$ cat src/tq_task_pkg.sv
`default_nettype none

package tq_task_pkg;

   localparam int TS_WIDTH = 32;

   typedef logic [TS_WIDTH-1:0] ts_t;

   typedef logic [3:0] ttype_t;

   // Splitter tasks bypass the commit queue
   localparam ttype_t TASK_TYPE_SPLITTER = 4'd15;

   // Timestamp sits in the top bits of the word
   typedef struct packed {
      ts_t         ts;
      ttype_t      ttype;
      logic [31:0] locale;
      logic [31:0] args;
   } task_t;

endpackage

`default_nettype wire

$ cat src/tq_insert_stage.sv
`timescale 1ns/1ps
`default_nettype none

module tq_insert_stage (
   input  wire                      clk,
   input  wire                      rstn,
   input  wire                      coal_child_valid,
   input  wire tq_task_pkg::task_t  coal_child_data,
   output logic                     coal_child_ready,
   input  wire                      task_enq_valid,
   input  wire tq_task_pkg::task_t  task_enq_data,
   output logic                     task_enq_ready,
   input  wire                      spilling,
   input  wire                      ins_clear,
   output logic                     ins_valid,
   output tq_task_pkg::task_t       ins_task
);
   import tq_task_pkg::*;

   logic  accept;
   task_t accept_task;

   // Coalescer children take priority over new enqueues
   always_comb begin
      coal_child_ready = 1'b0;
      task_enq_ready   = 1'b0;
      if (!ins_valid && !spilling) begin
         if (coal_child_valid) begin
            coal_child_ready = 1'b1;
         end else begin
            task_enq_ready = 1'b1;
         end
      end
   end

   assign accept = (coal_child_valid & coal_child_ready) | (task_enq_valid & task_enq_ready);
   assign accept_task = coal_child_ready ? coal_child_data : task_enq_data;

   always_ff @(posedge clk) begin
      if (!rstn) begin
         ins_valid <= 1'b0;
      end else if (accept) begin
         ins_valid <= 1'b1;
      end else if (ins_clear) begin
         ins_valid <= 1'b0;
      end
   end

   always_ff @(posedge clk) begin
      if (accept) begin
         ins_task <= accept_task;
      end
   end

   a_one_producer: assert property (@(posedge clk) disable iff (!rstn)
      !(coal_child_ready && task_enq_ready));

endmodule

`default_nettype wire

$ cat config.mk
export PLATFORM = sky130hd
export DESIGN_NAME = tq_insert_stage
export DESIGN_NICKNAME = d
export VERILOG_FILES = /design/src/tq_task_pkg.sv /design/src/tq_insert_stage.sv
export SDC_FILE = /design/constraint.sdc
export NUM_CORES = 1
export LEC_CHECK = 0
export BUFFER_PORTS_ARGS = -buffer_cell sky130_fd_sc_hd__buf_2
export CAP_MARGIN = 20
export CORE_AREA = 2 2 122 124
export DETAILED_ROUTE_END_ITERATION = 8
export DIE_AREA = 0 0 124 126
export PLACE_DENSITY = 0.76
export SKIP_CTS_REPAIR_TIMING = 1
export SYNTH_ARGS = -nofsm -noshare
export SYNTH_HDL_FRONTEND = slang
export SYNTH_SLANG_ARGS = --single-unit
$ cat constraint.sdc
create_clock -name clk -period 9.25 [get_ports clk]
set_input_delay 0.4625 -clock clk [delete_from_list [all_inputs] [get_ports clk]]
set_output_delay 0.4625 -clock clk [all_outputs]
set_load 0.01 [all_outputs]
==> run metrics <==
area grow syn2layout=39.59%; Seq pwr share=50.8%; pin count of the biggest net entering global routing=57; Post-Synthesis Cells=218; TritonCTS buffer count=9; clock slew at reported path FFs=0.07 ns; Fin. Hold Viols=0; gpl congestion=0.7702; share of layout cells above drive strength 1=80.37%; max-slew violations=0; H-tree Lvls=3; CP endpoint kind=primary output; clk buf depth=2; row count=44; syn_nets=424; synthesis warning total=0; vias per cell=4.342; first-pass GRT wire length=16520 µm; register area share after synthesis=63.81%; Overflow after GRT=0; WL/cell=15.55 µm; Hold Path Class=in -> reg; Die Y=126 µm; Filler Cell Count=1287; R2R depth=3; IO Port Bufs=308; Die Width=124 µm; WHS=0.3268 ns; Int Power=0.8310 mW; TritonCTS clock tree=built; critical path fanouts, max=45; clk_skew=0.003271 ns; DR iter-0 viols=100; hold path depth=2; Max Freq=0.4345 GHz; Nets=736; initial antenna violation count=0; via count=3122; switch share=23.51%; Distinct cells, synth=11; worst r2r dst=ins_task[99]; Ant. Diodes=0; Crit Reg-Reg Startpoint=ins_valid; initial core utilization=33.09%; All-Layer GR Usage=13.93%; Req. time, crit path=8.79 ns; area of the die=0.01562 mm²; Reg area=0.003023 mm²; # IOs=309; Sink Count=101; critical path type=reg -> out; sum of net half-perimeters after detailed placement=8907 µm; WHS Endpoint=ins_valid; synthesized area=0.004737 mm²; setup TNS=0 ns; CP Launch Type=flop; peak supply drop=0.1140 mV; relative slew slack=36.27%; reg2reg setup slack=7.21 ns; HP Start=rstn; core area=0.01431 mm²; Gate power share=16.7%; sw power=0.2554 mW; status=finished, final reports clean; Worst Path Arrival=1.84 ns; worst slew pin tran=0.9560 ns; clock insertion delay at the later pin of the skew report=0.34 ns; mean post-synth cell area=21.73 µm²; Root Driver=clkbuf_16; routed wire length=11180 µm; TritonRoute pass-1 iters=4; vias in the first global route=3345; static leakage=3.021 nW; post-route clock period utilization=24.88%; PD cells=164.3 mW/mm²; clock power share=32.5%; RSZ-0062 raised after global routing=no; Max Cap Viol=0; #FFs+latches synth=101; ANT nets after route=0; Multi-input gate area=0.001511 mm²; post-layout minimum cycle time=2.302 ns; # setup viols final=0; DRC viols=0
[synth_stat cells]
cell        n  area, µm²
buf_12     10      200.2
mux2_4     89       1336
o21a_1      1      7.510
nor2b_1     1      6.260
nor3b_4     1      18.77
edfxtp_1  100       3003
nor3_1      2      10.01
nor2_1      1      3.750
buf_4       1      7.510
dfxtp_1     1      20.02
mux2_2     11      123.9
[through the flow]
| stage | utilization, % | setup slack, ns | instance area, µm² | instances | power, mW |
|---|---|---|---|---|---|
| floorplan | - | 1.238 | 4737 | 218 | 0.6749 |
| global placement | 44.27 | 7.064 | 6336 | 703 | 0.7393 |
| detailed placement | 44.27 | 6.983 | 6336 | 703 | 0.7464 |
| CTS | 46.20 | 6.894 | 6613 | 719 | 1.102 |
| global route | 46.20 | 6.821 | 6613 | 719 | 1.137 |
| finish | 46.20 | 6.948 | 6613 | 719 | 1.086 |
[placed cells by master (no fill, tap or decap), drive strengths merged]
cell and n:
inv 1, clkinvlp 5, nor3 2, nor2b 1
buf 312, o21a 1, mux2 100, edfxtp 100
dfxtp 1, clkbuf 9, nor3b 1, clkinv 1
nor2 1
[critical path, stage by stage, from the launching register on]
cell     delay [ns]
dfxtp_1        0.37
nor3b_4        0.23
buf_4          0.63
buf_2          0.26
[power groups by stage]
stage / logic (mW) / clock network, mW / registers, mW
global route: 0.196 / 0.386 / 0.555
finish: 0.181 / 0.353 / 0.552
floorplan: 0.0898 / 0 / 0.585
global placement: 0.177 / 0 / 0.562
CTS: 0.184 / 0.366 / 0.552
detailed placement: 0.184 / 0 / 0.563
[routing by layer]
layer / vias up / global-route usage [%] / share of wire [%]
met1: 1453 / 15.25 / 36
met2: 181 / 24.63 / 51
met3: 9 / 5.616 / 11
met4: 0 / 3.966 / 1.4
met5: - / 0 / 0
li1: 1479 / - / -
[how the worst max path moves through the flow]
stage	from	endpoint	slack, ns
floorplan	spilling	ins_task[0]	1.24
global route	ins_valid	coal_child_ready	6.82
CTS	ins_valid	coal_child_ready	6.89
finish	ins_valid	coal_child_ready	6.95
global placement	spilling	ins_task[7]	7.06
detailed placement	spilling	ins_task[7]	6.98
[sequential cells by signal, indices dropped and copies added, names as in the netlist]
name       cells
ins_task     100
ins_valid      1
[logic make-up (layout without fill, tap and decap cells)]
group	Yosys count	in the layout	synth area share, %
buffers and inverters	11	328	4.385
DFF	101	101	63.81
AOI/OAI and AO/OA	1	1	0.1585
and+or+nand+nor	5	5	0.8189
muxes	100	100	30.82
[cell type report]
class                           count  area share [%]
Timing Repair Buffer              312           23.77
Clock buffer                        9           3.406
Multi-Input combinational cell    106           22.86
Sequential cell                   101           45.71
Tap cell                          184           3.482
Clock inverter                      7          0.7758
Power figures use the tool's default switching activity.
