==> config.mk <==
export PLATFORM = sky130hd
export DESIGN_NAME = tq_deq_gate
export DESIGN_NICKNAME = d
export VERILOG_FILES = /design/src/tq_task_pkg.sv /design/src/tq_deq_gate.sv
export SDC_FILE = /design/constraint.sdc
export NUM_CORES = 1
export LEC_CHECK = 0
export ABC_AREA = 1
export BUFFER_PORTS_ARGS = -buffer_cell sky130_fd_sc_hd__clkbuf_2
export CORE_AREA = 2 2 159 161
export CTS_CLUSTER_DIAMETER = 80
export CTS_CLUSTER_SIZE = 40
export DETAILED_ROUTE_END_ITERATION = 8
export DIE_AREA = 0 0 161 163
export SLEW_MARGIN = 10
export SYNTH_ARGS = -nofsm -noshare
export SYNTH_HDL_FRONTEND = slang
export SYNTH_SLANG_ARGS = --single-unit
==> constraint.sdc <==
create_clock -name clk -period 1.8 [get_ports clk]
set_clock_uncertainty 0.05 [all_clocks]
set_input_delay 0.18 -clock clk [delete_from_list [all_inputs] [get_ports clk]]
set_output_delay 0.18 -clock clk [all_outputs]
set_load 0.1 [all_outputs]
==> src/tq_task_pkg.sv <==
`default_nettype none

package tq_task_pkg;

   localparam int TS_WIDTH = 32;

   typedef logic [TS_WIDTH-1:0] ts_t;

   typedef logic [3:0] ttype_t;

   // Splitter tasks bypass the commit queue
   localparam ttype_t TASK_TYPE_SPLITTER = 4'd15;

   // Timestamp sits in the top bits of the word
   typedef struct packed {
      ts_t         ts;
      ttype_t      ttype;
      logic [31:0] locale;
      logic [31:0] args;
   } task_t;

endpackage

`default_nettype wire

==> src/tq_deq_gate.sv <==
`timescale 1ns/1ps
`default_nettype none

module tq_deq_gate (
   input  wire                      clk,
   input  wire                      rstn,
   input  wire tq_task_pkg::task_t  head_task,
   input  wire                      head_valid,
   input  wire                      started,
   input  wire                      spilling,
   input  wire tq_task_pkg::ts_t    gvt_ts,
   input  wire tq_task_pkg::ts_t    throttle_margin,
   input  wire                      task_deq_ready,
   input  wire                      splitter_deq_ready,
   output logic                     task_deq_valid,
   output logic                     splitter_deq_valid,
   output tq_task_pkg::task_t       task_deq_data,
   output tq_task_pkg::task_t       splitter_deq_task,
   output logic                     deq_fire,
   output tq_task_pkg::ts_t         lvt
);
   import tq_task_pkg::*;

   ts_t  throttle_ts;
   logic is_splitter;

   // Zero margin lifts the limit
   always_ff @(posedge clk) begin
      if (!rstn) begin
         throttle_ts <= '0;
      end else if (throttle_margin == '0) begin
         throttle_ts <= '1;
      end else begin
         throttle_ts <= gvt_ts + throttle_margin;
      end
   end

   assign is_splitter = (head_task.ttype == TASK_TYPE_SPLITTER);

   assign task_deq_valid = head_valid && !is_splitter && started && !spilling &&
                           (head_task.ts < throttle_ts);
   assign splitter_deq_valid = head_valid && is_splitter && !spilling;

   assign task_deq_data     = head_task;
   assign splitter_deq_task = head_task;

   assign deq_fire = (task_deq_valid && task_deq_ready) ||
                     (splitter_deq_valid && splitter_deq_ready);

   assign lvt = head_valid ? head_task.ts : '1;

endmodule

`default_nettype wire

==> metrics.csv <==
stage,metric,value,unit
status,outcome,"complete, but fails checks",
status,failing checks,setup timing,
floorplanning,row count,58,
critical_path,CP Class,flop to output pin,
clock_tree,Sink Count,32,
placement,PortBufs,213,
yosys,"area leader, netlist",buf_4,
critical_path,Critical Path RT,1.57,ns
grt,met2 usage,0.270,
critical_path,crit end category,output pin,
final_layout,Diodes inserted,0,
drt,DRC,0,
yosys,Synth area leaders,"buf_4 25%, nand2_1 17%, ha_1 13%",
floorplanning,Die Wd,161,µm
grt,met3 usage,0.0387,
final_layout,final net count,1381,
critical_path,crit-path max cell delay,0.32,ns
clock_tree,clock-pin slew on the worst setup and hold paths,0.05,ns
floorplanning,I/O pin count,406,
sta,max_slew headroom,0.602,
final_layout,"commonest non-fill, non-tap cells in the layout","269 x nand2_1, 187 x inv_1, 178 x clkbuf_2",
flow_run,Max-Cap Viols,0,
power_and_ir_drop,maximum VDD drop,0.000279,V
placement,DP Area,7420,µm²
min_path,worst hold path type,primary input to flop,
critical_path,Crit Path Max Fanout,2,
critical_path,CP top delay family,simple AND/OR/NAND/NOR gates,
critical_path,critical path data arrival time,1.91,ns
drt,routed vias,5980,
yosys,Synth cell types,31,
drt,ANT nets after route,0,
drt,DR vias/cell,4.05,
placement,final HPWL from detailed placement,18800,µm
sta,min Tclk post-route,2.14,ns
yosys,Post-Syn Area per Cell,5.94,µm²
power_and_ir_drop,Pleak,4.63,nW
final_layout,Post-Layout Inst Area,7770,µm²
grt,GRT overflow,0,
critical_path,Worst Setup Start Kind,flop,
drt,Avg WL per Cell,14.2,µm
yosys,number of synthesized register bits,32,
yosys,cell count after synthesis,1018,
clock_tree,H-Tree Depth,2,
clock_tree,Clock Path Buffers,2,
floorplanning,core footprint,24700,µm²
sta,Final Max Slew Viols,0,
final_layout,post-layout util,0.315,
final_layout,"most common cell after layout, fill and taps aside",nand2_1,
grt,first-pass GRT wire length,31300,µm
sta,Setup WS post-layout,-0.345,ns
final_layout,share of cells above drive strength 1,0.375,
sta,RSZ-0062 raised after global routing,true,
grt,initial antenna violation count,0,
placement,Placed Cells incl. Taps,1468,
drt,Initial DRC Count,220,
critical_path,Setup crit start,throttle_ts[30],
critical_path,critical path's slowest cell,dfxtp_2,
yosys,Post-Syn Nets,1252,
drt,first drt pass iteration count,4,
clock_tree,CTS buffer count,5,
final_layout,Filler Cell Count,2806,
floorplanning,die height,163,µm
final_layout,register name with the most flops,throttle_ts,
yosys,sequential-to-total area share from yosys stat,0.106,
min_path,Hold Path Sink,throttle_ts[0],
power_and_ir_drop,Cell Pwr Density,592,nW/µm²
sta,Worst Max-Slew Pin Slew,0.600,ns
grt,largest net degree at the start of global routing,34,
final_layout,Top Registers,throttle_ts: 32 flops,
yosys,"Cell Area, Synth",6050,µm²
placement,RD Place Congestion,0.875,
grt,most used routing layer in global routing,met2,
grt,GRT Util Overall,0.154,
min_path,hold depth,4,
final_layout,layout overhead on the synthesized area,28.3,%
sta,part of the cycle the worst path needs,1.19,
critical_path,worst-path cell chain,"inv_2, ha_4, nand2_4, nor2_4, nand4_1, buf_4, a21oi_1, nor2_2, and2_4, buf_12",
yosys,Synth top area share,0.252,
yosys,warnings from Yosys,0,
drt,final wirelength,21000,µm
floorplanning,Initial Util,0.245,
sta,f_max,0.466,GHz
critical_path,Worst Path Buf+Inv,3,
final_layout,non-filler instance count after layout,1477,
grt,met1 usage,0.185,
sta,final hold slack,0.292,ns
clock_tree,# hold bufs at CTS,0,
min_path,hold_sp,gvt_ts[0],
sta,final-report hold violation count,0,
clock_tree,Root Driver,clkbuf_16,
sta,# setup viols final,2,
grt,number of global-route vias before repair,5868,
clock_tree,TritonCTS clock tree,yes,
final_layout,max reg flops,32,
floorplanning,DIE AREA,26200,µm²
cells by family after synthesis:
family                     after synthesis  share of synthesized area
xor gates and xnor gates                 1                    0.00145
adders and majority gates               63                      0.132
AOI/OAI and AO/OA                       70                     0.0643
DFF                                     32                      0.106
and+or+nand+nor                        452                      0.322
buffers and inverters                  400                      0.374
Yosys cell counts:
cell	instances
o21bai_1	3
nor2_2	3
clkbuf_1	4
a21o_1	2
nand4_1	6
or2_2	34
dfxtp_1	32
fa_1	1
and2_1	1
nand3_2	3
o21ai_0	12
nor4b_1	1
and3_1	2
nor4_1	9
nand2_1	279
nand3_1	46
nor3_2	1
nand2_2	8
nor2_1	54
xnor2_1	1
nor3b_1	1
a21oi_1	39
a211oi_1	1
a31oi_1	8
buf_2	2
buf_4	203
a21oi_2	1
inv_1	191
ha_1	62
o21a_1	4
nor3_1	4
how the worst max path moves through the flow:
| stage | slack [ns] | to | cells after the start |
|---|---|---|---|
| final | -0.34 | task_deq_valid | 10 |
| after global routing | -0.48 | deq_fire | 10 |
| after CTS | -0.44 | deq_fire | 10 |
| after detailed placement | -0.30 | throttle_ts[11] | 11 |
| after global placement | -0.32 | throttle_ts[11] | 11 |
| after floorplan | -0.31 | deq_fire | 4 |
layout make-up:
| type | instances | area (µm²) | share of cell area |
|---|---|---|---|
| repair buffers | 331 | 2490 | 0.321 |
| clock buffers | 7 | 153 | 0.0197 |
| well taps | 330 | 413 | 0.0532 |
| multi-input cells | 586 | 3350 | 0.431 |
| inverters | 191 | 717 | 0.0923 |
| flip-flops and latches | 32 | 646 | 0.0831 |
report_power, final:
group          leakage (nW)  internal [W]  switching (W)
clock network        0.0760      0.000579       0.000279
registers             0.267      0.000792      0.0000208
logic                  4.29      0.000974        0.00195
metrics by stage:
stage                     setup slack (ns)  total power (W)  setup TNS (ns)
after floorplan                     -0.306          0.00414          -0.306
after global placement              -0.321          0.00368           -3.15
after detailed placement            -0.301          0.00369           -3.23
after CTS                           -0.443          0.00462          -0.879
after global routing                -0.484          0.00493          -0.965
final                               -0.345          0.00459          -0.682
metal layers:
layer,vias up,part of all wire
met5,-,0
met4,0,0.025
met3,32,0.073
met2,238,0.48
met1,2551,0.42
li1,3159,-
tightest hold or removal path, cell delays in order:
cell and delay (ns):
clkbuf_2 0.08, ha_1 0.13, inv_1 0.04, a21oi_1 0.14
timing repair:
action                                  in CTS  in global routing
buffers inserted                             2                  0
cloned                                       0                  0
pin swaps                                   14                  7
resized for setup                           19                 26
endpoints found under the hold margin        0                  0
endpoints found under the setup margin       3                 14
Power figures use the tool's default switching activity.
