$ cat src/tq_ctrl_pkg.sv
`default_nettype none

package tq_ctrl_pkg;

   localparam int TQ_DEPTH = 16;
   localparam int CNT_WIDTH = 5;
   localparam int SPILL_FIFO_DEPTH = 16;

   // NOP needs the third bit
   typedef enum logic [2:0] {
      ENQ     = 3'b000,
      REPLACE = 3'b001,
      DEQ_MIN = 3'b010,
      DEQ_MAX = 3'b011,
      NOP     = 3'b100
   } heap_op_t;

   localparam int CFG_ADDR_WIDTH = 4;

   localparam logic [CFG_ADDR_WIDTH-1:0] CFG_SPILL_THRESHOLD = 4'd0;
   localparam logic [CFG_ADDR_WIDTH-1:0] CFG_SPILL_SIZE      = 4'd1;
   localparam logic [CFG_ADDR_WIDTH-1:0] CFG_THROTTLE_MARGIN = 4'd2;
   localparam logic [CFG_ADDR_WIDTH-1:0] CFG_START           = 4'd3;

   localparam logic [CNT_WIDTH-1:0] RST_SPILL_THRESHOLD = 5'd12;
   localparam logic [CNT_WIDTH-1:0] RST_SPILL_SIZE      = 5'd4;
   localparam logic [31:0]          RST_THROTTLE_MARGIN = 32'd1000;

endpackage

`default_nettype wire

$ cat src/tq_task_pkg.sv
`default_nettype none

package tq_task_pkg;

   localparam int TS_WIDTH = 32;

   typedef logic [TS_WIDTH-1:0] ts_t;

   typedef logic [3:0] ttype_t;

   // Splitter tasks bypass the commit queue
   localparam ttype_t TASK_TYPE_SPLITTER = 4'd15;

   // Timestamp sits in the top bits of the word
   typedef struct packed {
      ts_t         ts;
      ttype_t      ttype;
      logic [31:0] locale;
      logic [31:0] args;
   } task_t;

endpackage

`default_nettype wire

$ cat src/tq_task_store.sv
`timescale 1ns/1ps
`default_nettype none

module tq_task_store (
   input  wire                                  clk,
   input  wire                                  rstn,
   input  wire tq_ctrl_pkg::heap_op_t           store_op,
   input  wire tq_task_pkg::task_t              ins_task,
   output tq_task_pkg::task_t                   head_task,
   output tq_task_pkg::task_t                   max_task,
   output logic                                 head_valid,
   output logic [tq_ctrl_pkg::CNT_WIDTH-1:0]    n_tasks,
   output logic                                 full,
   output logic                                 empty
);
   import tq_task_pkg::*;
   import tq_ctrl_pkg::*;

   localparam int IDX_W = $clog2(TQ_DEPTH);

   task_t slots [TQ_DEPTH];
   task_t up    [TQ_DEPTH];
   task_t down  [TQ_DEPTH];

   // le[i+1]: slot i is valid and not later than the new task, le[0] is a sentinel
   logic [TQ_DEPTH+1:0] le;
   logic [IDX_W-1:0]    tail_idx;

   always_comb begin
      le    = '0;
      le[0] = 1'b1;
      for (int i = 0; i < TQ_DEPTH; i++) begin
         le[i+1] = (CNT_WIDTH'(i) < n_tasks) && (slots[i].ts <= ins_task.ts);
      end
   end

   // Neighbours for shifting up on insert and down on head removal
   always_comb begin
      up[0]            = ins_task;
      down[TQ_DEPTH-1] = ins_task;
      for (int i = 1; i < TQ_DEPTH; i++) begin
         up[i]     = slots[i-1];
         down[i-1] = slots[i];
      end
   end

   always_ff @(posedge clk) begin
      for (int i = 0; i < TQ_DEPTH; i++) begin
         case (store_op)
            ENQ: begin
               // Equal timestamps stay in arrival order
               if (!le[i+1]) begin
                  slots[i] <= le[i] ? ins_task : up[i];
               end
            end
            DEQ_MIN: begin
               slots[i] <= down[i];
            end
            REPLACE: begin
               if (le[i+2]) begin
                  slots[i] <= down[i];
               end else if ((i == 0) || le[i+1]) begin
                  slots[i] <= ins_task;
               end
            end
            default: begin
            end
         endcase
      end
   end

   always_ff @(posedge clk) begin
      if (!rstn) begin
         n_tasks <= '0;
      end else begin
         case (store_op)
            ENQ:     n_tasks <= n_tasks + 1'b1;
            DEQ_MIN: n_tasks <= n_tasks - 1'b1;
            DEQ_MAX: n_tasks <= n_tasks - 1'b1;
            default: n_tasks <= n_tasks;
         endcase
      end
   end

   // Wraps to the last slot when full
   assign tail_idx   = n_tasks[IDX_W-1:0] - 1'b1;
   assign head_task  = slots[0];
   assign max_task   = slots[tail_idx];
   assign head_valid = (n_tasks != '0);
   assign empty      = (n_tasks == '0);
   assign full       = (n_tasks == CNT_WIDTH'(TQ_DEPTH));

   a_no_enq_full: assert property (@(posedge clk) disable iff (!rstn)
      (store_op == ENQ) |-> !full);

   a_no_remove_empty: assert property (@(posedge clk) disable iff (!rstn)
      (store_op inside {DEQ_MIN, DEQ_MAX, REPLACE}) |-> !empty);

endmodule

`default_nettype wire
$ cat config.mk
export PLATFORM = sky130hd
export DESIGN_NAME = tq_task_store
export DESIGN_NICKNAME = d
export VERILOG_FILES = /design/src/tq_ctrl_pkg.sv /design/src/tq_task_pkg.sv /design/src/tq_task_store.sv
export SDC_FILE = /design/constraint.sdc
export NUM_CORES = 2
export LEC_CHECK = 0
export BUFFER_PORTS_ARGS = -buffer_cell sky130_fd_sc_hd__buf_2
export CAP_MARGIN = 0
export CORE_MARGIN = 2
export CORE_UTILIZATION = 30
export DETAILED_ROUTE_END_ITERATION = 16
export PLACE_DENSITY = 0.5
export SLEW_MARGIN = 0
export SYNTH_ARGS = -nofsm -noshare
export SYNTH_HDL_FRONTEND = slang
export SYNTH_SLANG_ARGS = --single-unit
$ cat constraint.sdc
create_clock -name clk -period 17.75 [get_ports clk]
set_clock_uncertainty 0.05 [all_clocks]
set_input_delay 3.55 -clock clk [delete_from_list [all_inputs] [get_ports clk]]
set_output_delay 3.55 -clock clk [all_outputs]
set_load 0.03 [all_outputs]
==> results by group <==
Clock network
  – Post-CTS setup buffers: 0
  – Worst skew pair latency: 940 ps
  – TritonCTS clock tree: built
  – Cts bufs inserted: 201
  – Clk root buf: clkbuf_16
  – # hold bufs at CTS: 0
  – Clk buf depth: 4
  – Clk sink count: 1605
  – Clock transition at path regs: 60 ps
  – CTS resizes: 0
  – H-tree levels: 4

Flow run
  – Max_cap viols: 2

Floorplan
  – Die ar.: 0.363 mm²
  – Row count: 219
  – Die span in x: 602 µm
  – # IOs: 313
  – Core Box Area: 0.356 mm²
  – DIE HEIGHT: 602 µm
  – Initial Util: 30.2%

Placed design
  – Post-place instance area: 0.114 mm²
  – Post-Place Cells: 12800
  – Buffers on Ports: 312
  – HPWL Detailed: 305000 µm
  – Placer Congestion: 0.928

Setup path
  – Biggest cell delay along the critical path: 1350 ps
  – Crit-path max FO: 37
  – CP dominant cell by count: buf_4
  – Worst EP required: 18170 ps
  – Crit path cell chain: buf_2, clkinv_1, buf_4, ha_1, a21oi_1, o21ai_0, o311ai_0, nand3_4, nand2_1, o21bai_1, a221oi_4, buf_4, buf_4
  – CP max stage cell: o311ai_0
  – Crit path capture type: flip-flop
  – Critical Path AT: 10710 ps
  – Crit Path Class: input port to flip-flop
  – Setup crit start kind: input port

STA
  – RSZ-0062 raised after global routing: false
  – Fmax: 97.2 MHz
  – Setup_tns: 0 ps
  – Crit share post-route: 58.0%
  – Final Hold Violating Endpoints: 0
  – Max-slew headroom: -5.55%
  – Slew @ Worst Pin: 1570 ps
  – Worst hold margin: 529 ps
  – Setup Viol. Count Final: 0
  – Crit path time final: 10290 ps
  – Count of pins over their slew limit: 5

Yosys
  – Register area share after synthesis: 44.8%
  – EDFF count, synth: 1600
  – Syn avg cell area: 12.9 µm²
  – Most instantiated cells after synthesis: mux2i_1, edfxtp_1, ha_1, mux4_2, clkbuf_1
  – Simple-gate share of the synthesized area: 4.99%
  – Most frequent cell after synthesis: mux2i_1
  – Ys Warns: 0
  – Cell variety after synth: 73
  – Post-synth top flop: edfxtp_1
  – Post-synthesis register bit count: 1605
  – Mapped Area: 0.107 mm²
  – Ys async rst share: 0%
  – Adder-cell share of the synthesized area: 6.01%
  – Multiplexer share of the synthesized area: 27.5%
  – XOR/XNOR Fraction of Synth Area: 0.0326%
  – Yosys top cell area share: 44.7%
  – Post-Syn Instances: 8301
  – Top post-synthesis cells by area: edfxtp_1, mux2i_1, mux4_2
  – Largest family of logic cells by synthesized area: multiplexers
  – Synth area leader: edfxtp_1
  – Post-Syn Nets: 8922
  – Synth Area in Compound Gates: 12.6%

Global route
  – Global-route usage over all layers: 27.7%
  – Initial antenna violation count: 71
  – First-pass GRT wire length: 713000 µm
  – Vias in the first global route: 84500
  – GRT overflow: 0
  – Largest net degree at the start of global routing: 161

Layout
  – Multi-input gate area: 0.0556 mm²
  – Cell area after layout: 0.120 mm²
  – Area Overhead vs Synth: 11.9%
  – Layout cells sized above 1: 21.4%
  – Final #Nets: 8851
  – Storage cell area: 0.0481 mm²
  – Fillers: 34900
  – Layout Cells excl Fill: 13200

Pwr
  – Static leakage: 46.9 nW
  – Cell area power density: 113 mW/mm²
  – Worst VDD drop: 86.4 µV

Route
  – Vias per cell: 6.48
  – Post-DRT Antenna Nets: 0
  – Final wirelength: 520000 µm
  – DR vias: 85300
  – DR iter-0 viols: 12600
  – Drc violations: 0
  – First-pass DRT Iterations: 7
  – Wirelength per Cell: 39.5 µm

Hold path
  – Class of the worst hold path: flip-flop to flip-flop

Status
  – Run status: finished with violations
  – Violated checks: max-capacitance violations, max-slew violations
-- per-stage QoR --
stage | power (mW) | util [%] | setup WS, ps
2_1_floorplan | 7.74 | - | 3090
3_3_place_gp | 9.38 | 32.0 | 7050
3_5_place_dp | 9.44 | 32.0 | 7040
4_1_cts | 13.5 | 33.7 | 7950
5_1_grt | 13.9 | 33.7 | 7720
6_report | 13.5 | 33.8 | 7460
-- per-layer routing --
metal  wire length (µm)  GRT usage [%]  share of wire, %
met4              29100           14.1               5.6
met3              55300           6.39                11
met1             203000           36.1                39
met5                120              0             0.023
met2             232000           42.9                45
-- logic make-up (layout without fill, tap and decap cells) --
| group | count (synthesis) | count (layout) |
|---|---|---|
| XOR/XNOR | 4 | 4 |
| flip-flops | 1605 | 1605 |
| AO/OA/AOI/OAI | 1815 | 1815 |
| AND/OR/NAND/NOR | 1022 | 1022 |
| adder cells (fa/ha/maj) | 516 | 516 |
| multiplexers | 2302 | 2302 |
| buffers and inverters | 1037 | 1121 |
| other | 0 | 25 |
-- cell type report --
cell class,count,share of cell area [%]
clock buffers,256,4.39
multi-input cells,5659,46.2
flip-flops and latches,1605,40.0
inverters,235,0.736
repair buffers,528,2.87
well taps,4751,4.94
diodes,25,0.0520
clock inverters,102,0.747
-- sequential cells by signal, summed over array words and instances, names as in the netlist --
name	cells
slots	1600
n_tasks	5
-- layout by cell type, fill, tap and decap left out, drive strengths merged, types with 144 or more instances in the layout --
cell / synthesis / layout
nand3: 144 / 144
clkinv: 99 / 180
nand2: 312 / 312
edfxtp: 1600 / 1600
mux2: 200 / 200
mux2i: 1602 / 1602
a21oi: 316 / 316
clkbuf: 458 / 256
buf: 344 / 528
ha: 516 / 516
o21ai: 269 / 269
a2bb2oi: 301 / 301
mux4: 500 / 500
-- critical path: cells and delay by family --
kind,cells,cell delay (ps)
simple gates,2,1530
compound gates,5,3050
buf+inv,5,2120
fa+ha+maj,1,370
-- report_power, final --
part / internal (mW) / leakage (nW) / switching [mW]
registers: 4.80 / 15.1 / 0.395
logic: 1.55 / 28.7 / 2.70
clock network: 2.27 / 3.02 / 1.83
total: 8.63 / 46.9 / 4.92
-- worst paths after layout --
path | end | slack, ps | from | cells past startpoint
setup / recovery | slots[1][15]$_DFFE_PP_ | 7460 | ins_task[79] | 13
hold / removal | slots[0][14]$_DFFE_PP_ | 530 | slots[1][14]$_DFFE_PP_ | 1
setup reg to reg | slots[9][44]$_DFFE_PP_ | 10010 | n_tasks[2]$_SDFFE_PN0P_ | 12
hold reg to reg | slots[0][14]$_DFFE_PP_ | 530 | slots[1][14]$_DFFE_PP_ | 1
Power figures use the tool's default switching activity.
