**config.mk**
```make
export PLATFORM = sky130hd
export DESIGN_NAME = tq_cfg_regs
export DESIGN_NICKNAME = d
export VERILOG_FILES = /design/src/tq_ctrl_pkg.sv /design/src/tq_task_pkg.sv /design/src/tq_cfg_regs.sv
export SDC_FILE = /design/constraint.sdc
export NUM_CORES = 1
export LEC_CHECK = 0
export ABC_AREA = 1
export BUFFER_PORTS_ARGS = -buffer_cell sky130_fd_sc_hd__buf_2
export CORE_ASPECT_RATIO = 0.75
export CORE_UTILIZATION = 44
export CTS_CLUSTER_SIZE = 12
export DETAILED_ROUTE_END_ITERATION = 8
export GPL_ROUTABILITY_DRIVEN = 0
export HOLD_SLACK_MARGIN = 0.02
export PLACE_DENSITY = 0.8
export SYNTH_ARGS = -nofsm -noshare
export SYNTH_HDL_FRONTEND = slang
export SYNTH_SLANG_ARGS = --single-unit
```
**constraint.sdc**
```tcl
create_clock -name clk -period 1.1 [get_ports clk]
set_input_delay 0.33 -clock clk [delete_from_list [all_inputs] [get_ports clk]]
set_output_delay 0.33 -clock clk [all_outputs]
set_load 0.005 [all_outputs]
```
**src/tq_ctrl_pkg.sv**
```systemverilog
`default_nettype none

package tq_ctrl_pkg;

   localparam int TQ_DEPTH = 16;
   localparam int CNT_WIDTH = 5;
   localparam int SPILL_FIFO_DEPTH = 16;

   // NOP needs the third bit
   typedef enum logic [2:0] {
      ENQ     = 3'b000,
      REPLACE = 3'b001,
      DEQ_MIN = 3'b010,
      DEQ_MAX = 3'b011,
      NOP     = 3'b100
   } heap_op_t;

   localparam int CFG_ADDR_WIDTH = 4;

   localparam logic [CFG_ADDR_WIDTH-1:0] CFG_SPILL_THRESHOLD = 4'd0;
   localparam logic [CFG_ADDR_WIDTH-1:0] CFG_SPILL_SIZE      = 4'd1;
   localparam logic [CFG_ADDR_WIDTH-1:0] CFG_THROTTLE_MARGIN = 4'd2;
   localparam logic [CFG_ADDR_WIDTH-1:0] CFG_START           = 4'd3;

   localparam logic [CNT_WIDTH-1:0] RST_SPILL_THRESHOLD = 5'd12;
   localparam logic [CNT_WIDTH-1:0] RST_SPILL_SIZE      = 5'd4;
   localparam logic [31:0]          RST_THROTTLE_MARGIN = 32'd1000;

endpackage

`default_nettype wire

```
**src/tq_task_pkg.sv**
```systemverilog
`default_nettype none

package tq_task_pkg;

   localparam int TS_WIDTH = 32;

   typedef logic [TS_WIDTH-1:0] ts_t;

   typedef logic [3:0] ttype_t;

   // Splitter tasks bypass the commit queue
   localparam ttype_t TASK_TYPE_SPLITTER = 4'd15;

   // Timestamp sits in the top bits of the word
   typedef struct packed {
      ts_t         ts;
      ttype_t      ttype;
      logic [31:0] locale;
      logic [31:0] args;
   } task_t;

endpackage

`default_nettype wire

```
**src/tq_cfg_regs.sv**
```systemverilog
`timescale 1ns/1ps
`default_nettype none

module tq_cfg_regs (
   input  wire                                     clk,
   input  wire                                     rstn,
   input  wire                                     cfg_wvalid,
   input  wire [tq_ctrl_pkg::CFG_ADDR_WIDTH-1:0]   cfg_waddr,
   input  wire [31:0]                              cfg_wdata,
   output logic [tq_ctrl_pkg::CNT_WIDTH-1:0]       spill_threshold,
   output logic [tq_ctrl_pkg::CNT_WIDTH-1:0]       spill_size,
   output tq_task_pkg::ts_t                        throttle_margin,
   output logic                                    started
);
   import tq_ctrl_pkg::*;

   always_ff @(posedge clk) begin
      if (!rstn) begin
         spill_threshold <= RST_SPILL_THRESHOLD;
         spill_size      <= RST_SPILL_SIZE;
         throttle_margin <= RST_THROTTLE_MARGIN;
         started         <= 1'b0;
      end else if (cfg_wvalid) begin
         case (cfg_waddr)
            CFG_SPILL_THRESHOLD: begin
               spill_threshold <= cfg_wdata[CNT_WIDTH-1:0];
            end
            CFG_SPILL_SIZE: begin
               spill_size <= cfg_wdata[CNT_WIDTH-1:0];
            end
            CFG_THROTTLE_MARGIN: begin
               throttle_margin <= cfg_wdata;
            end
            CFG_START: begin
               started <= cfg_wdata[0];
            end
            // Other addresses are ignored
            default: begin
            end
         endcase
      end
   end

endmodule

`default_nettype wire

```
==> results.toml, run 1 <==
[power]
power_density_mw_per_mm2 = 1110
leakage_nw = 1.60
ir_drop_mv = 0.688

[clock_tree]
clock-root-buffer = "clkbuf_8"
clock-sinks = 43
clkTransAtPathRegs_ps = 80
cts-hold-fix-buffers = 0
cts_tree = "done"
clock_latency_ps = 300
h-tree-depth = 2
cts_buffer_depth = 2
cts_buffers = 5

[final_layout]
drive_gt1_share_pct = 36.0
mostFrequentLayoutCell = "inv_1"
num-nets-final = 452
final_cell_mix = "89 x inv_1, 76 x buf_2, 75 x nand2_1, 43 x nand4_1, 39 x nor2_1"
area_growth_pct = 32.4
final-instance-count-excl-fill = 471
antenna_cells = 0

[placed_design]
io_buffers = 81
post-place-ws_ps = -148
placed_cells = 461
dpl.hpwl_um = 3700

[logic_synthesis]
yosysTopAreaCellShare_pct = 39.9
seq_area_frac_synth_pct = 39.9
syn_area_mm2 = 0.00216
synth-seq-cells = 43
syn_inst = 328
synthesis.nets = 367
syn_avg_cell_area_um2 = 6.57
yosysUniqueCellTypes = 17
yosys_warnings = 0
yosys-top-cells-area = "dfxtp_1 40%, inv_1 15%, nand2_1 13%"
synth_top_area_cell = "dfxtp_1"

[global_routing]
grt_use_total_pct = 20.8
antenna_found_initial = 0
grt_pass1_wl_um = 8810
grt_pass1_vias = 1979
grt_remaining_overflow = 0
grt_max_degree = 44

[timing]
relSlewSlack_pct = 83.9
fin_setup_tns_ps = 0
rsz0062_at_grt = "true"
postLayoutSetupSlackWorst_ps = 12.4
post-route-min-period_ps = 1090
fmax_mhz = 919
report.final.slew_viol_count = 0
finalCritPeriodShare_pct = 98.9
fin_skew_ps = 0
tightest_slew_ps = 241
hold_viol = 0
setup_viol = 0

[setup_path]
cp_top_family = "flip-flops"
path_max_fanout = 2
cp_data_arrival_time_ps = 760
path_class = "reg -> out"
slowest_delay_ps = 350
r2r_slack_ps = 380
setup.worst_path.end_class = "output pin"
critPathBufInv = 1
cp-start-kind = "flip-flop"
critical_path.cell_chain = "buf_2"
cp_slowest_cell = "dfxtp_2"
critPathRequiredTime_ps = 770

[die]
pin_count = 82
die_y_um = 62.6
die_area_mm2 = 0.00519
start_util_pct = 47.2
row_count = 21
core_area_mm2 = 0.00457
die_w_um = 82.8

[run]
maxCapViolCount = 0

[detailed_routing]
drt_iter0_drc = 60
wl_um = 5340
drtPass1Iterations = 4
viasPerCell = 4.66
detail-route-antenna-nets = 0
vias = 2196
routedWlPerCell_um = 11.3
drc_errors = 0

[run_status]
status = "finished clean"

[min_path]
hold_class = "in -> reg"
stage by stage:
step | hold WS [ps] | power [mW] | instance area, um^2 | utilization, %
2_1_floorplan | 452 | 1.89 | 2160 | -
3_3_place_gp | 443 | 2.06 | 2660 | 58.2
3_5_place_dp | 439 | 2.07 | 2660 | 58.2
4_1_cts | 290 | 3.18 | 2780 | 60.8
5_1_grt | 319 | 3.32 | 2850 | 62.4
6_report | 293 | 3.17 | 2850 | 62.4
worst reg2reg max path, stage by stage, from the launching register on:
cell,delay [ps]
dfxtp_2,330
buf_4,120
inv_1,40
nand2_1,40
inv_1,40
nor2_1,40
final cells by class:
| type | count | area (um^2) |
|---|---|---|
| sequential | 43 | 907 |
| inverter | 91 | 343 |
| clock buffer | 8 | 100 |
| timing repair buffer | 99 | 634 |
| multi-input combinational | 173 | 798 |
| tap | 57 | 71.3 |
| fill | 442 | 1720 |
report_power, final:
part | leakage, nW | internal [mW] | total [mW] | switching (mW)
Sequential | 0.358 | 1.59 | 1.61 | 0.0188
Clock | 0.0515 | 0.574 | 1.12 | 0.547
Combinational | 1.19 | 0.193 | 0.437 | 0.245
worst paths after layout:
kind | start | endpoint | cells past startpoint
hold / removal | cfg_wdata[7] | throttle_margin[7] | 3
setup / recovery | spill_size[0] | spill_size[0] | 1
hold reg to reg | throttle_margin[6] | throttle_margin[6] | 2
setup reg to reg | throttle_margin[28] | throttle_margin[28] | 5
metal layers:
metal	wire length, um	track usage [%]	vias to the layer above
met5	0	0	-
met4	72	7.76	0
met3	414	5.55	8
met2	2250	32.1	82
met1	2610	28.0	959
li1	-	-	1147
cell usage after synthesis:
| cell | count |
|---|---|
| clkinv_2 | 1 |
| dfxtp_1 | 43 |
| nand3_1 | 11 |
| nor2_2 | 3 |
| clkbuf_2 | 1 |
| buf_6 | 7 |
| nand3_4 | 1 |
| nand2_1 | 75 |
| buf_2 | 3 |
| nor2_1 | 39 |
| buf_4 | 6 |
| o21ai_0 | 1 |
| nand4_1 | 43 |
| clkbuf_1 | 1 |
| buf_1 | 3 |
| inv_1 | 89 |
| inv_2 | 1 |
state kept, by name, indices dropped and copies added, names as in the netlist:
signal and cells:
spill_size 5, started 1, spill_threshold 5, throttle_margin 32
cells by family (layout without fill, tap and decap cells):
| family | count (synthesis) | after routing | share of synthesized area [%] |
|---|---|---|---|
| compound gates | 1 | 1 | 0.232 |
| simple gates | 172 | 172 | 36.6 |
| buf+inv | 112 | 198 | 23.3 |
| flops | 43 | 43 | 39.9 |
timing repair:
action,CTS,global route
resized for setup,13,29
buffers inserted,0,2
setup endpoints to repair,13,31
Note: power is estimated with default switching activity, not from simulation.
==> run 2: changes to the inputs <==
Settings changed: PLACE_DENSITY 0.8 to 0.76, SETUP_SLACK_MARGIN from default to 0.15.
==> results.toml, run 2 (synthesis results as in run 1) <==
[power]
leakage_nw = 1.73
p_total_mw = 3.16
power_density_mw_per_mm2 = 961
ir_drop_mv = 0.596

[detailed_routing]
viasPerCell = 4.76
drc_errors = 0
detail-route-antenna-nets = 0
vias = 2299
routedWlPerCell_um = 11.9
wl_um = 5750
drtPass1Iterations = 5
drt_iter0_drc = 115

[timing]
post-route-min-period_ps = 1080
setup_viol = 0
rsz0062_at_grt = "true"
finalCritPeriodShare_pct = 98.2
fin_setup_tns_ps = 0
fin_skew_ps = 0
tightest_slew_ps = 208
relSlewSlack_pct = 86.1
hold_viol = 0
fmax_mhz = 926
report.final.slew_viol_count = 0

[run_status]
status = "finished clean"

[setup_path]
r2r_slack_ps = 340
setup.worst_path.end_class = "output pin"
reg2reg_depth = 5
cp_top_family = "flip-flops"
critical_path.cell_chain = "buf_2"
cp_data_arrival_time_ps = 750
path_class = "reg -> out"
timing.rr.end = "throttle_margin[4]"
cp_slowest_cell = "dfxtp_2"
critPathRequiredTime_ps = 770
critPathBufInv = 1
reg2reg_from = "throttle_margin[4]"
cp-start-kind = "flip-flop"
slowest_delay_ps = 350
path_max_fanout = 2

[min_path]
holdCritStartpoint = "cfg_wdata[9]"
whs_path_depth = 3
hold_class = "in -> reg"
whs_endpoint = "throttle_margin[9]"

[global_routing]
busiest_layer = "met2"
use_met2_pct = 30.0
grt_max_degree = 44
antenna_found_initial = 0
grt_pass1_vias = 1824
grt_pass1_wl_um = 8380
grtUsageMet3_pct = 6.34
grt_use_total_pct = 20.0
gr-usage-met1_pct = 26.9
grt_remaining_overflow = 0

[final_layout]
post-route-util_pct = 71.9
final_cell_mix = "75 x buf_2, 64 x inv_1, 45 x nand2_1, 43 x nand4_1, 43 x dfxtp_2"
final-instance-count-excl-fill = 483
mostFrequentLayoutCell = "buf_2"
final_area_mm2 = 0.00329
area_growth_pct = 52.4
top_regs = "throttle_margin (32), spill_size (5), spill_threshold (5)"
largest-register = "throttle_margin"
largest_reg_flops = 32
antenna_cells = 0
num-nets-final = 464
drive_gt1_share_pct = 54.0

[clock_tree]
clkTransAtPathRegs_ps = 80
h-tree-depth = 2
clock-sinks = 43
clock-root-buffer = "clkbuf_8"
cts_tree = "done"
cts_buffers = 5
cts-hold-fix-buffers = 0
cts_buffer_depth = 2
clock_latency_ps = 300

[placed_design]
dpl_cell_area_mm2 = 0.00270
placed_cells = 464
dpl.hpwl_um = 3370
io_buffers = 81

[die]
die_w_um = 82.8
pin_count = 82
row_count = 21
core_area_mm2 = 0.00457
start_util_pct = 47.2
die_area_mm2 = 0.00519
die_y_um = 62.6

[run]
maxCapViolCount = 0
==> run 2: stage by stage <==
stage	worst slack [ps]	hold WS, ps
final	20.3	288
after global routing	-12.1	305
after CTS	16.5	292
after detailed placement	-157	459
after global placement	-115	436
after floorplan	68.7	452
==> run 2: how the worst max path moves through the flow <==
stage	startpoint	to	cells past startpoint
2_1_floorplan	cfg_waddr[0]	throttle_margin[10]	7
6_report	throttle_margin[20]	throttle_margin[20]	1
5_1_grt	started	started	1
4_1_cts	spill_size[2]	spill_size[2]	1
3_3_place_gp	cfg_waddr[3]	spill_threshold[2]	6
3_5_place_dp	cfg_waddr[3]	spill_threshold[2]	6
==> run 2: layout make-up <==
cell class                 count  area (um^2)
clock buffer                   7         76.3
timing repair buffer         111          846
multi-input combinational    173         1030
clock inverter                 1         5.00
fill                         370         1290
tap                           57         71.3
inverter                      91          347
sequential                    43          915
==> run 2: where the power goes <==
group | switching [mW] | internal, mW
Combinational | 0.297 | 0.260
Sequential | 0.0183 | 1.60
Clock | 0.540 | 0.446
Total | 0.854 | 2.30
==> run 2: metal layers <==
metal / share of wire, % / vias up
met5: 0 / -
met4: 0.92 / 0
li1: - / 1176
met3: 7.7 / 7
met2: 45 / 97
met1: 46 / 1019
==> run 2: what timing repair did <==
action | in CTS | in global routing
setup buffers | 0 | 4
pin swaps | 0 | 53
setup endpoints to repair | 43 | 70
gates cloned | 0 | 7
resized for setup | 42 | 97
