===== src/tq_ctrl_pkg.sv =====
`default_nettype none

package tq_ctrl_pkg;

   localparam int TQ_DEPTH = 16;
   localparam int CNT_WIDTH = 5;
   localparam int SPILL_FIFO_DEPTH = 16;

   // NOP needs the third bit
   typedef enum logic [2:0] {
      ENQ     = 3'b000,
      REPLACE = 3'b001,
      DEQ_MIN = 3'b010,
      DEQ_MAX = 3'b011,
      NOP     = 3'b100
   } heap_op_t;

   localparam int CFG_ADDR_WIDTH = 4;

   localparam logic [CFG_ADDR_WIDTH-1:0] CFG_SPILL_THRESHOLD = 4'd0;
   localparam logic [CFG_ADDR_WIDTH-1:0] CFG_SPILL_SIZE      = 4'd1;
   localparam logic [CFG_ADDR_WIDTH-1:0] CFG_THROTTLE_MARGIN = 4'd2;
   localparam logic [CFG_ADDR_WIDTH-1:0] CFG_START           = 4'd3;

   localparam logic [CNT_WIDTH-1:0] RST_SPILL_THRESHOLD = 5'd12;
   localparam logic [CNT_WIDTH-1:0] RST_SPILL_SIZE      = 5'd4;
   localparam logic [31:0]          RST_THROTTLE_MARGIN = 32'd1000;

endpackage

`default_nettype wire


===== src/tq_task_pkg.sv =====
`default_nettype none

package tq_task_pkg;

   localparam int TS_WIDTH = 32;

   typedef logic [TS_WIDTH-1:0] ts_t;

   typedef logic [3:0] ttype_t;

   // Splitter tasks bypass the commit queue
   localparam ttype_t TASK_TYPE_SPLITTER = 4'd15;

   // Timestamp sits in the top bits of the word
   typedef struct packed {
      ts_t         ts;
      ttype_t      ttype;
      logic [31:0] locale;
      logic [31:0] args;
   } task_t;

endpackage

`default_nettype wire


===== src/tq_spill_fifo.sv =====
`timescale 1ns/1ps
`default_nettype none

module tq_spill_fifo (
   input  wire                                  clk,
   input  wire                                  rstn,
   input  wire                                  wr_en,
   input  wire tq_task_pkg::task_t              wr_data,
   input  wire                                  overflow_ready,
   output logic                                 overflow_valid,
   output tq_task_pkg::task_t                   overflow_data,
   output logic [tq_ctrl_pkg::CNT_WIDTH-1:0]    fifo_count
);
   import tq_task_pkg::*;
   import tq_ctrl_pkg::*;

   localparam int PTR_W = $clog2(SPILL_FIFO_DEPTH);

   task_t            mem [SPILL_FIFO_DEPTH];
   logic [PTR_W-1:0] wr_ptr;
   logic [PTR_W-1:0] rd_ptr;
   logic             rd_en;

   assign overflow_valid = (fifo_count != '0);
   assign overflow_data  = mem[rd_ptr];
   assign rd_en          = overflow_valid && overflow_ready;

   always_ff @(posedge clk) begin
      if (wr_en) begin
         mem[wr_ptr] <= wr_data;
      end
   end

   // Pointers wrap naturally at the power of two depth
   always_ff @(posedge clk) begin
      if (!rstn) begin
         wr_ptr     <= '0;
         rd_ptr     <= '0;
         fifo_count <= '0;
      end else begin
         if (wr_en) begin
            wr_ptr <= wr_ptr + 1'b1;
         end
         if (rd_en) begin
            rd_ptr <= rd_ptr + 1'b1;
         end
         fifo_count <= fifo_count + CNT_WIDTH'(wr_en) - CNT_WIDTH'(rd_en);
      end
   end

   a_no_write_full: assert property (@(posedge clk) disable iff (!rstn)
      wr_en |-> (fifo_count < CNT_WIDTH'(SPILL_FIFO_DEPTH)));

endmodule

`default_nettype wire


===== config.mk =====
export PLATFORM = sky130hd
export DESIGN_NAME = tq_spill_fifo
export DESIGN_NICKNAME = d
export VERILOG_FILES = /design/src/tq_ctrl_pkg.sv /design/src/tq_task_pkg.sv /design/src/tq_spill_fifo.sv
export SDC_FILE = /design/constraint.sdc
export NUM_CORES = 1
export LEC_CHECK = 0
export BUFFER_PORTS_ARGS = -buffer_cell sky130_fd_sc_hd__buf_2
export CORE_MARGIN = 10
export CORE_UTILIZATION = 45
export DETAILED_ROUTE_END_ITERATION = 7
export RECOVER_POWER = 25
export SLEW_MARGIN = 30
export SYNTH_ARGS = -nofsm -noshare
export SYNTH_HDL_FRONTEND = slang
export SYNTH_SLANG_ARGS = --single-unit

===== constraint.sdc =====
create_clock -name clk -period 11.1 [get_ports clk]
set_clock_uncertainty 0.05 [all_clocks]
set_input_delay 1.11 -clock clk [delete_from_list [all_inputs] [get_ports clk]]
set_output_delay 1.11 -clock clk [all_outputs]
set_load 0.01 [all_outputs]

==> flow_summary.html <==
<table>
<tr><th>Metric</th><th>Value</th></tr>
<tr><th colspan="2">Timing</th></tr>
<tr><td>Max Freq</td><td>183 MHz</td></tr>
<tr><td>Count of pins over their slew limit</td><td>0</td></tr>
<tr><td>Tcrit/Tclk final</td><td>49.3%</td></tr>
<tr><td>Number of failing setup endpoints in the final timing report</td><td>0</td></tr>
<tr><td>Total Neg Setup Slack</td><td>0 ns</td></tr>
<tr><td>Relative slew margins</td><td>33.5%</td></tr>
<tr><td>RSZ-0062 raised after global routing</td><td>false</td></tr>
<tr><td>Final hold violation count</td><td>0</td></tr>
<tr><td>Minimum clock period after layout</td><td>5.47 ns</td></tr>
<tr><td>Actual transition at the worst max-transition pin</td><td>around 1 ns</td></tr>
<tr><th colspan="2">Synthesis</th></tr>
<tr><td>#FFs+latches synth</td><td>~1600</td></tr>
<tr><td>Count of distinct cell types in the synthesized netlist</td><td>30</td></tr>
<tr><td>Library cell occupying the most area in the post-synthesis netlist</td><td>edfxtp_1</td></tr>
<tr><td>Post-synthesis sequential area ratio</td><td>79.9%</td></tr>
<tr><td>Average size of a mapped cell</td><td>23.9 um2</td></tr>
<tr><td>Share of Yosys cell area claimed by the top area cell type</td><td>roughly four fifths</td></tr>
<tr><td>YS warnings</td><td>0</td></tr>
<tr><td>Syn_nets</td><td>between 2000 and 3000</td></tr>
<tr><td>Post-synthesis instance total</td><td>around 2500</td></tr>
<tr><td>Area of the mapped netlist</td><td>slightly above 60000 um2</td></tr>
<tr><td>Ranking of synthesized cells by area</td><td>edfxtp_1, mux4_2, a22oi_1</td></tr>
<tr><th colspan="2">Run</th></tr>
<tr><td>Max cap viols</td><td>0</td></tr>
<tr><th colspan="2">Place</th></tr>
<tr><td>DP HPWL</td><td>slightly above 70000 um</td></tr>
<tr><td>Post-Place Cell Area</td><td>63700 um2</td></tr>
<tr><td>Routability cong.</td><td>0.713</td></tr>
<tr><td>Port buffer count</td><td>209</td></tr>
<tr><td>Total instance count after detailed placement</td><td>4432</td></tr>
<tr><th colspan="2">Pwr</th></tr>
<tr><td>Static Leak</td><td>21.4 nW</td></tr>
<tr><td>Power per cell area</td><td>~210 nW/um2</td></tr>
<tr><td>Power share of the sequential group</td><td>46.9%</td></tr>
<tr><td>Switching part of the total</td><td>23.6%</td></tr>
<tr><td>Proportion of power drawn by the clock network</td><td>37.5%</td></tr>
<tr><td>VDD IR-drop max</td><td>around 0.12 mV</td></tr>
<tr><td>Net Switching</td><td>0.00345 W</td></tr>
<tr><td>Comb pwr share</td><td>15.6%</td></tr>
<tr><td>Internal cell power</td><td>around 0.011 W</td></tr>
<tr><th colspan="2">Clock network</th></tr>
<tr><td>Maximum buffer depth of the clock tree</td><td>3</td></tr>
<tr><td>Clock sink count</td><td>about 1600</td></tr>
<tr><td>Number of buffers inserted to repair setup after CTS</td><td>0</td></tr>
<tr><td>Number of levels in the clock H-tree</td><td>4</td></tr>
<tr><td>Library cell used as clock root buffer</td><td>clkbuf_16</td></tr>
<tr><td>Clock transition time at the flip-flop clock pins of the worst setup and hold paths</td><td>0.06 ns</td></tr>
<tr><td>Hold bufs inserted after CTS</td><td>0</td></tr>
<tr><td>Clock latency of the later-clocked register in the worst-skew pair</td><td>0.77 ns</td></tr>
<tr><td>Cells resized by post-CTS repair</td><td>0</td></tr>
<tr><td>Num CTS Buffers</td><td>around 160</td></tr>
<tr><td>TritonCTS clock tree</td><td>yes</td></tr>
<tr><th colspan="2">Global routing</th></tr>
<tr><td>Initial antenna violation count</td><td>36</td></tr>
<tr><td>GRT Overall Usage</td><td>about a fifth</td></tr>
<tr><td>Total gr overflow</td><td>0</td></tr>
<tr><td>Largest net degree at the start of global routing</td><td>158</td></tr>
<tr><td>First-pass GRT wire length</td><td>between 200000 and 250000 um</td></tr>
<tr><td>Number of global-route vias before repair</td><td>29163</td></tr>
<tr><th colspan="2">Critical path</th></tr>
<tr><td>Critical-path cell with the highest stage delay</td><td>buf_4</td></tr>
<tr><td>Critical path data arrival time</td><td>4.31 ns</td></tr>
<tr><td>Launching element type of the critical path</td><td>flop</td></tr>
<tr><td>Cell-by-cell listing of the critical path</td><td>buf_4 &gt; buf_4 &gt; mux4_2 &gt; a22oi_1 &gt; nand2_1 &gt; buf_2</td></tr>
<tr><td>Internal reg-to-reg setup slack</td><td>7.74 ns</td></tr>
<tr><td>Category of the worst setup path capture point</td><td>primary output</td></tr>
<tr><td>Slowest stage delay, CP</td><td>0.80 ns</td></tr>
<tr><td>Setup Crit Path Kind</td><td>reg2out</td></tr>
<tr><td>Required time of the critical path</td><td>9.94 ns</td></tr>
<tr><td>Cell occurring most often along the worst timing path</td><td>buf_4</td></tr>
<tr><td>CP max FO</td><td>42</td></tr>
<tr><th colspan="2">Cells and area</th></tr>
<tr><td>Design Area, Final</td><td>roughly 69000 um2</td></tr>
<tr><td># fillers</td><td>10220</td></tr>
<tr><td>Final std cells w/o fill</td><td>4739</td></tr>
<tr><td>Count of nets after finishing</td><td>around 3000</td></tr>
<tr><td>Growth of design area from synthesis to finish</td><td>14.0%</td></tr>
<tr><td>Sequential cell area</td><td>48400 um2</td></tr>
<tr><td>Share of final-layout standard cells stronger than drive strength 1</td><td>28.6%</td></tr>
<tr><td>Area used by multi-input combinational logic</td><td>11500 um2</td></tr>
<tr><th colspan="2">Floorplan</th></tr>
<tr><td>X dimension of the die</td><td>387 um</td></tr>
<tr><td>Die ar.</td><td>about 150000 um2</td></tr>
<tr><td>Starting density of the core</td><td>between 40% and 50%</td></tr>
<tr><td>Core Rows</td><td>around 130</td></tr>
<tr><td>Num ports</td><td>210</td></tr>
<tr><td>Floorplan core area</td><td>between 100000 and 150000 um2</td></tr>
<tr><td>Chip Height</td><td>387 um</td></tr>
<tr><th colspan="2">Outcome</th></tr>
<tr><td>Outcome</td><td>complete, no violations</td></tr>
<tr><th colspan="2">Drt</th></tr>
<tr><td>DRC violation total after the first TritonRoute iteration</td><td>between 2000 and 3000</td></tr>
<tr><td>Remaining routing DRC violations</td><td>0</td></tr>
<tr><td>Avg WL per Cell</td><td>roughly 30 um</td></tr>
<tr><td>Vias/cell</td><td>~5.9</td></tr>
<tr><td>Total iterations of the first detailed-routing run</td><td>5</td></tr>
<tr><td>Via count</td><td>27956</td></tr>
<tr><td>Number of nets with antenna violations after detailed routing</td><td>0</td></tr>
<tr><td>Total routed wirelength</td><td>144000 um</td></tr>
<tr><th colspan="2">Hold path</th></tr>
<tr><td>Path type of the worst min-delay path</td><td>reg2reg</td></tr>
</table>
[cell usage in the layout (no fill, tap or decap), drive strengths merged, types with 15 or more instances in the layout]
cell and instances:
bufinv 21, inv 15, buf 196, edfxtp 1600, mux4 400, and2 28, clkbuf 262, dfxtp 17
a22oi 200, nand2 104, clkinv 73
[layer usage]
layer / routed length (um) / track usage (%) / share of wire (%)
met2: 68600 / 29.5 / 48
met5: 229 / 0 / 0.16
met4: 2670 / 4.88 / 1.8
met3: 12600 / 5.31 / 8.7
met1: 60200 / 26.9 / 42
[critical path: cells and delay by family, from the launching register on]
| kind | cells | cell delay [ns] |
|---|---|---|
| DFF | 1 | 0.65 |
| AOI/OAI and AO/OA | 1 | 0.38 |
| buffers and inverters | 3 | 1.69 |
| and+or+nand+nor | 1 | 0.16 |
| muxes | 1 | 0.59 |
[area by class of cell]
| class | count | share of cell area, % |
|---|---|---|
| diodes | 10 | 0.0362 |
| clock buffers | 192 | 6.22 |
| multi-input cells | 776 | 16.7 |
| clock inverters | 101 | 1.48 |
| repair buffers | 266 | 2.30 |
| inverters | 9 | 0.0489 |
| flip-flops and latches | 1617 | 70.0 |
| well taps | 1768 | 3.20 |
[cells in the mapped netlist]
| library cell | count |
|---|---|
| nand3_1 | 3 |
| or3_1 | 1 |
| a21oi_1 | 2 |
| inv_1 | 9 |
| nor3b_1 | 1 |
| nand4_1 | 1 |
| or4b_1 | 1 |
| clkbuf_1 | 47 |
| nand2_1 | 104 |
| and2_1 | 28 |
| nor2_1 | 3 |
| fa_1 | 1 |
| xor2_1 | 3 |
| a21boi_0 | 1 |
| buf_1 | 14 |
| a21o_1 | 1 |
| dfxtp_1 | 17 |
| buf_2 | 33 |
| mux4_2 | 400 |
| o21ai_0 | 1 |
| a22oi_1 | 200 |
| mux2i_1 | 1 |
| nor2b_1 | 3 |
| and3_1 | 3 |
| and3b_1 | 1 |
| buf_4 | 40 |
| buf_6 | 2 |
| edfxtp_1 | 1600 |
| ha_1 | 11 |
| xnor2_1 | 6 |
[flip-flops by register name, summed over array words and instances (netlist names), named ones only]
register,flops
mem,1600
fifo_count,5
rd_ptr,4
wr_ptr,4
[cells by family after synthesis]
family	share of synthesized area [%]
compound gates	2.53
xor+xnor	0.130
fa+ha+maj	0.260
buf+inv	1.24
flops	79.9
mux	14.9
simple gates	1.10
[metrics by stage]
step	total power, W	utilization [%]	hold slack, ns	worst slack, ns
2_1_floorplan	0.00869	-	0.425	6.58
3_3_place_gp	0.00927	47.6	0.430	5.94
3_5_place_dp	0.00931	47.7	0.470	5.89
4_1_cts	0.0148	51.7	0.473	5.04
5_1_grt	0.0152	51.7	0.489	5.23
6_report	0.0146	51.7	0.469	5.63
[power groups by stage]
stage	Sequential, W	Clock [W]	Combinational, W
floorplan	0.00696	0	0.00173
global placement	0.00700	0	0.00227
detailed placement	0.00701	0	0.00230
CTS	0.00688	0.00560	0.00231
global route	0.00687	0.00583	0.00249
finish	0.00686	0.00549	0.00228
[path summary, 6_finish.rpt]
path,startpoint,cells after the start,to
worst max-delay path,flop,6,overflow_data[84]
worst min-delay path,rd_ptr[1],2,flop
worst max register to register,wr_ptr[0],4,mem[11][53]
worst min register to register,rd_ptr[1],2,flop
Power figures use the tool's default switching activity.
